## config.mk

```make
export PLATFORM = sky130hd
export DESIGN_NAME = spi_ctl_top
export DESIGN_NICKNAME = d
export VERILOG_FILES = /design/src/design/spi_ctl_pkg.sv /design/src/design/spi_frame_if.sv /design/src/design/spi_slave.sv /design/src/design/reg_bank.sv /design/src/design/periph_router.sv /design/src/design/spi_ctl_top.sv
export SDC_FILE = /design/constraint.sdc
export NUM_CORES = 1
export LEC_CHECK = 0
export BUFFER_PORTS_ARGS = -buffer_cell sky130_fd_sc_hd__buf_2
export CORE_ASPECT_RATIO = 0.6
export CORE_UTILIZATION = 45
export DETAILED_ROUTE_END_ITERATION = 10
export GPL_TIMING_DRIVEN = 0
export SLEW_MARGIN = 30
export SYNTH_ARGS = -nofsm -noshare
export SYNTH_HDL_FRONTEND = slang
export SYNTH_SLANG_ARGS = --single-unit
```

## constraint.sdc

```tcl
create_clock -name cs -period 3.45 [get_ports cs]
set_clock_uncertainty 0.15 [all_clocks]
set_input_delay 0.5175 -clock cs [delete_from_list [all_inputs] [get_ports cs]]
set_output_delay 0.5175 -clock cs [all_outputs]
set_load 0.1 [all_outputs]
```

## src/design/spi_ctl_pkg.sv

```systemverilog
////////////////////////////////////////////////////////////
// shared constants for the spi housekeeping block
// register frames are fixed at 16 bits, address byte first
// addresses outside the list below read zero, writes ignored
////////////////////////////////////////////////////////////

package spi_ctl_pkg;

  ////////////////////////////////////////////////////////////
  // frame format

  // address byte + data byte, msb first
  localparam int FRAME_BITS = 16;

  ////////////////////////////////////////////////////////////
  // register map

  // indicator, set/clear/toggle
  localparam logic [7:0] ADDR_LED      = 8'h07;
  // peripheral lane select, plain write
  localparam logic [7:0] ADDR_LANE_SEL = 8'h08;
  // 4094 output enable, set/clear/toggle
  localparam logic [7:0] ADDR_OE       = 8'h09;
  // write-only soft reset, data ignored
  localparam logic [7:0] ADDR_SOFT_RST = 8'h0B;

  // one led lit after power-up
  localparam logic [3:0] LED_RESET = 4'b0001;

  ////////////////////////////////////////////////////////////
  // data byte views

  // mask view for set/clear/toggle registers
  // a bit in both masks means toggle
  typedef struct packed {
    logic [3:0] clr_mask;
    logic [3:0] set_mask;
  } mask_word_t;

  // raw byte for plain registers, mask view for the rest
  typedef union packed {
    logic [7:0] raw;
    mask_word_t mask;
  } reg_word_u;

endpackage

```

## src/design/spi_frame_if.sv

```systemverilog
////////////////////////////////////////////////////////////
// frame link from spi receiver to register bank
// wr_valid is a single-cycle pulse, the bank always accepts
// rd_data is combinational from rd_addr
////////////////////////////////////////////////////////////

`timescale 1ns/1ps

interface spi_frame_if;

  // write side, one pulse per complete 16-bit frame
  logic                   wr_valid;
  logic [7:0]             wr_addr;
  spi_ctl_pkg::reg_word_u wr_data;

  // read side, address known after the first byte
  logic [7:0]             rd_addr;
  logic [7:0]             rd_data;

  // receiver end
  modport rx (
    output wr_valid, wr_addr, wr_data, rd_addr,
    input  rd_data
  );

  // register bank end
  modport bank (
    input  wr_valid, wr_addr, wr_data, rd_addr,
    output rd_data
  );

endinterface

```

## src/design/spi_slave.sv

```systemverilog
////////////////////////////////////////////////////////////
// spi mode 0 register-link receiver, oversampled by cs
// sclk must stay at or below cs/8
// only frames of exactly 16 bits produce a write
////////////////////////////////////////////////////////////

`timescale 1ns/1ps

module spi_slave
(
  input  logic    cs,
  input  logic    rst_n,
  input  logic    sclk,
  input  logic    ss_n,
  input  logic    mosi,
  output logic    miso_reg,
  spi_frame_if.rx frame
);

  localparam int FB    = spi_ctl_pkg::FRAME_BITS;
  localparam int CNT_W = $clog2(FB + 2);

  // counter sticks one past a full frame, marks over-long frames
  localparam logic [CNT_W-1:0] CNT_MAX  = CNT_W'(FB + 1);
  localparam logic [CNT_W-1:0] CNT_FULL = CNT_W'(FB);
  // count seen on the last address bit
  localparam logic [CNT_W-1:0] CNT_ADDR = CNT_W'(FB / 2 - 1);

  ////////////////////////////////////////////////////////////
  // pin synchronizers

  // [0],[1] are the two sync stages, [2] holds last value for edges
  logic [2:0]       sclk_sync;
  logic [2:0]       ss_sync;
  logic [1:0]       mosi_sync;

  logic             sclk_rise;
  logic             sclk_fall;
  logic             ss_rise;
  logic             selected;

  logic [CNT_W-1:0] bit_cnt;
  logic [FB-1:0]    rx_shift;
  logic [7:0]       tx_shift;
  // read data pending, loaded on next falling edge
  logic             tx_load;

  // ss_n idles high
  always_ff @(posedge cs or negedge rst_n)
  begin
    if (!rst_n)
    begin
      sclk_sync <= '0;
      ss_sync   <= '1;
      mosi_sync <= '0;
    end
    else
    begin
      sclk_sync <= {sclk_sync[1:0], sclk};
      ss_sync   <= {ss_sync[1:0], ss_n};
      mosi_sync <= {mosi_sync[0], mosi};
    end
  end

  assign sclk_rise = sclk_sync[1] & ~sclk_sync[2];
  assign sclk_fall = ~sclk_sync[1] & sclk_sync[2];
  assign ss_rise   = ss_sync[1] & ~ss_sync[2];
  assign selected  = ~ss_sync[1];

  ////////////////////////////////////////////////////////////
  // bit count, miso and write strobe

  always_ff @(posedge cs or negedge rst_n)
  begin
    if (!rst_n)
    begin
      bit_cnt        <= '0;
      tx_load        <= 1'b0;
      tx_shift       <= '0;
      miso_reg       <= 1'b0;
      frame.wr_valid <= 1'b0;
    end
    else
    begin
      // old bit_cnt still visible here, cleared below in the same cycle
      frame.wr_valid <= ss_rise && (bit_cnt == CNT_FULL);
      if (!selected)
      begin
        // idle between frames, also drops aborted frames
        bit_cnt  <= '0;
        tx_load  <= 1'b0;
        tx_shift <= '0;
        miso_reg <= 1'b0;
      end
      else
      begin
        if (sclk_rise)
        begin
          if (bit_cnt != CNT_MAX)
            bit_cnt <= bit_cnt + 1'b1;
          if (bit_cnt == CNT_ADDR)
            tx_load <= 1'b1;
        end
        if (sclk_fall)
        begin
          if (tx_load)
          begin
            // first data-phase bit, host samples on next rise
            miso_reg <= frame.rd_data[7];
            tx_shift <= {frame.rd_data[6:0], 1'b0};
            tx_load  <= 1'b0;
          end
          else
          begin
            // zero fill, miso low during address byte
            miso_reg <= tx_shift[7];
            tx_shift <= {tx_shift[6:0], 1'b0};
          end
        end
      end
    end
  end

  ////////////////////////////////////////////////////////////
  // frame payload

  always_ff @(posedge cs)
  begin
    if (sclk_rise && selected)
    begin
      rx_shift <= {rx_shift[FB-2:0], mosi_sync[1]};
      // address byte complete, bank read starts now
      if (bit_cnt == CNT_ADDR)
        frame.rd_addr <= {rx_shift[6:0], mosi_sync[1]};
    end
    if (ss_rise)
    begin
      frame.wr_addr     <= rx_shift[FB-1 -: 8];
      frame.wr_data.raw <= rx_shift[7:0];
    end
  end

endmodule

```

## src/design/reg_bank.sv

```systemverilog
////////////////////////////////////////////////////////////
// control registers behind the spi register link
// led and oe use set/clear/toggle, lane_sel is a plain write
// soft reset clears all three to zero, not to reset values
////////////////////////////////////////////////////////////

`timescale 1ns/1ps

module reg_bank
(
  input  logic        cs,
  input  logic        rst_n,
  spi_frame_if.bank   frame,
  output logic [3:0]  led,
  output logic [3:0]  oe,
  output logic [7:0]  lane_sel
);

  ////////////////////////////////////////////////////////////
  // set/clear/toggle rule

  // any overlap turns the whole write into a toggle of those bits
  function automatic logic [3:0] apply_mask(
    input logic [3:0]             cur,
    input spi_ctl_pkg::reg_word_u w
  );
    logic [3:0] both;
    both = w.mask.set_mask & w.mask.clr_mask;
    if (|both)
      apply_mask = cur ^ both;
    else
      apply_mask = (cur | w.mask.set_mask) & ~w.mask.clr_mask;
  endfunction

  ////////////////////////////////////////////////////////////
  // write decode

  always_ff @(posedge cs or negedge rst_n)
  begin
    if (!rst_n)
    begin
      led      <= spi_ctl_pkg::LED_RESET;
      oe       <= '0;
      lane_sel <= '0;
    end
    else if (frame.wr_valid)
    begin
      case (frame.wr_addr)
        spi_ctl_pkg::ADDR_LED:
          led <= apply_mask(led, frame.wr_data);
        spi_ctl_pkg::ADDR_LANE_SEL:
          lane_sel <= frame.wr_data.raw;
        spi_ctl_pkg::ADDR_OE:
          oe <= apply_mask(oe, frame.wr_data);
        spi_ctl_pkg::ADDR_SOFT_RST:
        begin
          // lane select drops too, any pass-through in progress ends
          led      <= '0;
          oe       <= '0;
          lane_sel <= '0;
        end
        default:
        begin
          // unimplemented address, nothing changes
        end
      endcase
    end
  end

  ////////////////////////////////////////////////////////////
  // read mux

  // combinational, settled long before the next sclk fall
  always_comb
  begin
    case (frame.rd_addr)
      spi_ctl_pkg::ADDR_LED:      frame.rd_data = {4'h0, led};
      spi_ctl_pkg::ADDR_LANE_SEL: frame.rd_data = lane_sel;
      spi_ctl_pkg::ADDR_OE:       frame.rd_data = {4'h0, oe};
      // soft reset address is write only
      default:                    frame.rd_data = 8'h00;
    endcase
  end

endmodule

```

## src/design/periph_router.sv

```systemverilog
////////////////////////////////////////////////////////////
// spi pass-through to peripheral lanes, purely combinational
// lane_sel n picks lane n-1, zero or n > N_LANES picks none
// CS_POLARITY bit set = active-high select, e.g. 4094 strobe
////////////////////////////////////////////////////////////

`timescale 1ns/1ps

module periph_router #(
  parameter int                 N_LANES     = 8,
  parameter logic [N_LANES-1:0] CS_POLARITY = N_LANES'(1)
)
(
  input  logic [7:0]         lane_sel,
  input  logic               ss2_n,
  input  logic               sclk,
  input  logic               mosi,
  input  logic               miso_reg,
  input  logic [N_LANES-1:0] lane_miso,
  output logic [N_LANES-1:0] lane_cs,
  output logic [N_LANES-1:0] lane_sclk,
  output logic [N_LANES-1:0] lane_mosi,
  output logic               miso
);

  // one-hot lane decode
  logic [N_LANES-1:0] lane_hot;
  // chosen lane while ss2_n is asserted
  logic [N_LANES-1:0] lane_act;

  always_comb
  begin
    for (int i = 0; i < N_LANES; i++)
      lane_hot[i] = (lane_sel == 8'(i + 1));
  end

  assign lane_act = lane_hot & {N_LANES{~ss2_n}};

  ////////////////////////////////////////////////////////////
  // host to lanes

  // idle lanes sit at inactive level: high for active-low, low otherwise
  assign lane_cs   = lane_act ^ ~CS_POLARITY;
  // clock and data held low on unselected lanes
  assign lane_sclk = lane_act & {N_LANES{sclk}};
  assign lane_mosi = lane_act & {N_LANES{mosi}};

  ////////////////////////////////////////////////////////////
  // lanes to host

  // register link owns miso unless ss2_n is low
  assign miso = ss2_n ? miso_reg : |(lane_hot & lane_miso);

endmodule

```

## src/design/spi_ctl_top.sv

```systemverilog
////////////////////////////////////////////////////////////
// spi housekeeping top, register link on ss_n
// pass-through to peripheral lanes on ss2_n
// host sclk at most cs/8, no back-pressure
////////////////////////////////////////////////////////////

`timescale 1ns/1ps

module spi_ctl_top #(
  parameter int                 N_LANES     = 8,
  parameter logic [N_LANES-1:0] CS_POLARITY = N_LANES'(1)
)
(
  input  logic               cs,
  input  logic               rst_n,
  input  logic               sclk,
  input  logic               ss_n,
  input  logic               ss2_n,
  input  logic               mosi,
  input  logic [N_LANES-1:0] lane_miso,
  output logic               miso,
  output logic [N_LANES-1:0] lane_cs,
  output logic [N_LANES-1:0] lane_sclk,
  output logic [N_LANES-1:0] lane_mosi,
  output logic [3:0]         led,
  output logic [3:0]         oe
);

  // register link miso before the lane merge
  logic       miso_reg;
  logic [7:0] lane_sel;

  spi_frame_if frame_if ();

  ////////////////////////////////////////////////////////////
  // register link

  spi_slave u_spi_slave (
    .cs       (cs),
    .rst_n    (rst_n),
    .sclk     (sclk),
    .ss_n     (ss_n),
    .mosi     (mosi),
    .miso_reg (miso_reg),
    .frame    (frame_if.rx)
  );

  reg_bank u_reg_bank (
    .cs       (cs),
    .rst_n    (rst_n),
    .frame    (frame_if.bank),
    .led      (led),
    .oe       (oe),
    .lane_sel (lane_sel)
  );

  ////////////////////////////////////////////////////////////
  // peripheral lanes

  periph_router #(
    .N_LANES     (N_LANES),
    .CS_POLARITY (CS_POLARITY)
  ) u_periph_router (
    .lane_sel  (lane_sel),
    .ss2_n     (ss2_n),
    .sclk      (sclk),
    .mosi      (mosi),
    .miso_reg  (miso_reg),
    .lane_miso (lane_miso),
    .lane_cs   (lane_cs),
    .lane_sclk (lane_sclk),
    .lane_mosi (lane_mosi),
    .miso      (miso)
  );

endmodule

```

Word-level counts from Yosys, hierarchy flattened:

Cells that the tools add are included.

* output and inout bits: 33
* register bits: 80

* reductions and logical operators: 15
* equal/unequal tests: 18
* bitwise gates (word level): 21
* multiplexer cells: 21
* $add $sub $neg: 1

Operator list (count)
* equality test 8 x 3 -> 1 bit (second input constant): 6
* equality test 8 x 4 -> 1 bit (second input constant): 6
* AND 8 bit: 4
* two-way mux 8 bit: 3
* one-hot mux 8 bit (3 select lines): 1
* equality test 8 x 2 -> 1 bit (second input constant): 2
* one-hot mux 4 bit (2 select lines): 2
* one-hot mux 8 bit (2 select lines): 1
* two-way mux 5 bit: 3
* AND 4 bit: 3
* nonzero test 2 bit: 6
* AND reduction 2 bit: 5
* two-way mux 1 bit: 9
* equality test 8 x 1 -> 1 bit (second input constant): 1
* two-way mux 4 bit: 2
* bitwise OR 4 bit: 2
* OR reduction 8 bit: 1
* XOR 4 bit: 2
* NOT 7 bit: 1
* adder 5 x 1 -> 5 bit (second input constant): 1
* equality test 5 x 3 -> 1 bit (second input constant): 1
* equality test 5 bit (second input constant): 1
* != test 5 bit (second input constant): 1
* NOT 1 bit: 5
* 4 further kinds: 7

Logic depth before layout (Yosys ltp):

* word-level depth: 6
* depth in mapped cells: 5

Hierarchy:

A second synthesis with hierarchy kept.

* cell total of the unflattened synthesis: 318
* area total of the unflattened synthesis: 3658.5 sq um

Modules (own cells, without submodules)
* spi_slave: cells an instance 130, seq. area each 1780.5 sq um, area an instance 2212.1 sq um, times used 1
* reg_bank: cells an instance 133, seq. area each 401.6 sq um, area an instance 1091.0 sq um, times used 1
* periph_router: cells an instance 55, seq. area each 0.0 sq um, area an instance 355.3 sq um, times used 1

Worst setup path after synthesis:

Ideal clock, no wire load.

* path type: reg-to-output
* from: register u_reg_bank.lane_sel[6]
* to: output lane_mosi[2]
* data required time: 2.782 ns
* path slack: -1.101 ns
* stages on the path, launching flop included: 4
* data arrival time: 3.884 ns
* cells stage by stage: dfrtp_1 nor4_1 nand2_1 nor4_1

* longest elaborated chain between the ends: 3

RTL lines
* start: declaration: RTL line reg_bank.sv:16 `output logic [7:0] lane_sel`
* start signal: assignment: RTL line reg_bank.sv:52 `lane_sel <= frame.wr_data.raw;`
* equality test 8 x 2 -> 1 bit: RTL line periph_router.sv:34 `lane_hot[i] = (lane_sel == 8'(i + 1));`
* AND 8 bit: RTL line periph_router.sv:37 `assign lane_act = lane_hot & {N_LANES{~ss2_n}};`
* AND 8 bit: RTL line periph_router.sv:46 `assign lane_mosi = lane_act & {N_LANES{mosi}};`
* end: declaration: RTL line spi_ctl_top.sv:24 `output logic [N_LANES-1:0] lane_mosi,`

Every way passes these cells.

Worst setup path in the final report:

* from: register u_reg_bank.lane_sel[6]
* to: output lane_sclk[1]

* longest elaborated chain between the ends: 3

RTL lines
* equality test 8 x 2 -> 1 bit: RTL line periph_router.sv:34
* AND 8 bit: RTL line periph_router.sv:37
* AND 8 bit: RTL line periph_router.sv:45 `assign lane_sclk = lane_act & {N_LANES{sclk}};`
* end: declaration: RTL line spi_ctl_top.sv:23 `output logic [N_LANES-1:0] lane_sclk,`

Every way passes these cells.

==> results.json <==
{
  "num_antenna_cells": 0,
  "post_synth_xor_area_fraction": 0.0122,
  "synth_edf_count": 40,
  "rows": 24,
  "grt_max_degree": 40,
  "first_pass_iters": 4,
  "cts_sinks": 79,
  "avgSynthCellArea_um2": 12.3,
  "avgRoutedWirePerCell_um": 17.4,
  "grt_pass1_wl_mm": 12.8,
  "fin_tns_setup_ps": 0,
  "cts_resized": 0,
  "startpoint": "u_reg_bank.lane_sel[6]$_DFFE_PN0P_",
  "synth_top_area_frac": 0.336,
  "ys_ff_latch": 79,
  "yosysSeqAreaShare": 0.610,
  "largest_reg_flops": 16,
  "hold_class": "in2async",
  "synth_top_area_cell": "edfxtp_1",
  "post-route-drc-count": 0,
  "drv_slew": 0,
  "status": "completed",
  "netlist_area_um2": 3580,
  "drt-initial-drc-count": 239,
  "slew_headroom": 0.515,
  "synthSimpleGateAreaFrac": 0.185,
  "clk_pin_slew_ps": 60,
  "area_delta_synth_final_pct": 20.9,
  "globalplace.congestion": 0.832,
  "critPathMaxFanout": 6,
  "die_area_um2": 8330,
  "rsz0062_at_grt": "true",
  "drive_gt1_frac": 0.270,
  "worst_ep_arrival_time_ps": 2620,
  "overflow": 0,
  "wl_mm": 7.98,
  "period_share": 0.952,
  "rr_startpoint": "u_spi_slave.frame.wr_addr[5]$_DFFE_PP_",
  "vias_per_cell": 5.73,
  "grt_util_all_layers": 0.214,
  "yosysWarnings": 0,
  "ctsHoldBuffers": 0,
  "num_io_pins": 47,
  "p_leak_nw": 1.70,
  "nets": 367,
  "max_freq_ghz": 0.305,
  "die_w_um": 117,
  "required_ps": 2780,
  "synth_top_family_by_area": "simple AND/OR/NAND/NOR gates",
  "cts_max_level": 3,
  "fin_cells": 459,
  "dpl.cell_count": 443,
  "die_y_um": 71.1,
  "cts_tree": "built",
  "initial_utilization": 0.479,
  "drv_cap": 0,
  "clkLatencyLatePin_ps": 340,
  "cts_inserted_buffers": 9,
  "period_minus_slack_ps": 3280,
  "synthMuxAreaShare": 0.00559,
  "synth_most_common_cell": "edfxtp_1",
  "synthAdderAreaFrac": 0.0105,
  "syn_inst": 290,
  "path_class": "reg2out",
  "hold_violations": 0,
  "synth_cell_types": 56,
  "p_per_area_nw_per_um2": 458,
  "yosys-top-cells-area": "edfxtp_1 (34%), dfrtp_1 (24%), dfstp_2 (2.9%), nor2_1 (2.2%), inv_1 (2.1%)",
  "ys.flop_type": "edfxtp_1",
  "core_area_um2": 7480,
  "max-vdd-ir-drop_mv": 0.253,
  "synthTopCellsByCount": "edfxtp_1 (40), dfrtp_1 (35), nor2_1 (21)",
  "antenna_found_initial": 0,
  "synth-compound-area-share": 0.145,
  "largest_register": "u_spi_slave.rx_shift",
  "critPathCaptureType": "output port",
  "postRouteAntennaNets": 0,
  "setup_slack_ps": 167,
  "tightest_slew_ps": 721,
  "place_ws_ps": 559,
  "vias": 2630,
  "cts-root-buf": "clkbuf_16",
  "numPortBuffers": 46,
  "grt_pass1_vias": 2403,
  "cts_max_path_buffers": 2,
  "finalSetupViolations": 0,
  "async_flop_share": 0.494,
  "synthesis.nets": 307,
  "hpwl_mm": 5.86,
  "post_cts_buffers": 0,
  "crit_path_start_kind": "register"
}
metal layers:
layer / global-route usage / share of wire / vias to the layer above
li1: - / - / 1233
met1: 0.344 / 0.53 / 1284
met2: 0.263 / 0.38 / 100
met3: 0.0651 / 0.072 / 13
met4: 0.0788 / 0.016 / 0
met5: 0 / 0 / -
final timing paths:
check / slack (ps) / endpoint / cells after the start
worst max-delay path: 170 / lane_sclk[1] / 5
worst min-delay path: 4 / u_reg_bank.led[2]$_DFFE_PN0P_ / 1
worst max register to register: 1410 / u_reg_bank.led[2]$_DFFE_PN0P_ / 5
worst min register to register: 190 / u_spi_slave.mosi_sync[1]$_DFF_PN0_ / 0
max in group asynchronous: 2770 / u_spi_slave.ss_sync[0]$_DFF_PN1_ / 1
min in group cs: 130 / u_spi_slave.ss_sync[0]$_DFF_PN1_ / 1
power breakdown:
group	total, mW	switching [mW]	internal, mW
Clock	0.887	0.359	0.529
Combinational	0.0637	0.0421	0.0217
Sequential	1.03	0.0179	1.01
stage by stage:
stage          total power, mW  hold WS, ps  area [um2]   util
3_3_place_gp              1.11          184        4000  0.534
5_1_grt                   2.06         54.8        4330  0.579
2_1_floorplan             1.07         71.9        3640      -
4_1_cts                   2.01          115        4320  0.578
3_5_place_dp              1.11          186        4040  0.540
6_report                  1.98         3.75        4330  0.579
cell usage in the layout (no fill, tap or decap), types with 4 or more instances in the layout:
cell	synthesis	routed
dfrtp_1	35	35
buf_4	2	4
clkbuf_16	0	9
nor2_2	1	4
nand2_1	14	14
edfxtp_1	40	40
inv_1	20	20
nand2b_1	9	9
a32oi_1	6	6
a22o_1	8	8
o221ai_1	6	6
a22oi_1	7	7
nor4_1	8	6
nor2_1	21	12
and2_1	11	11
a211oi_1	5	5
nand3_1	4	4
nor2b_1	6	5
a21oi_1	9	9
nor2_4	0	6
clkbuf_1	4	5
o211ai_1	4	4
buf_2	0	45
dfstp_2	4	4
worst max-delay path, cell delays in order, from the launching register on:
cell	delay, ps
dfrtp_1	420
nor4_2	360
nand2_1	220
nor4_1	650
and2_1	210
buf_2	420
cell families (layout without fill, tap and decap cells):
| group | count (synthesis) | count (layout) |
|---|---|---|
| AND/OR/NAND/NOR | 106 | 106 |
| flip-flops | 79 | 79 |
| AO/OA/AOI/OAI | 68 | 68 |
| buffers and inverters | 27 | 92 |
| XOR/XNOR | 5 | 5 |
| adder cells (fa/ha/maj) | 3 | 3 |
| multiplexers | 2 | 2 |
layout make-up:
type                    instances  area, um2
plain buffers                   7       41.3
clock buffers                  12        256
clock inverters                 4       30.0
fillers                       623       3150
inverters                      20       75.1
multi-input cells             184       1350
flip-flops and latches         79       2180
well taps                     104        130
repair buffers                 49        263
Power figures use the tool's default switching activity.
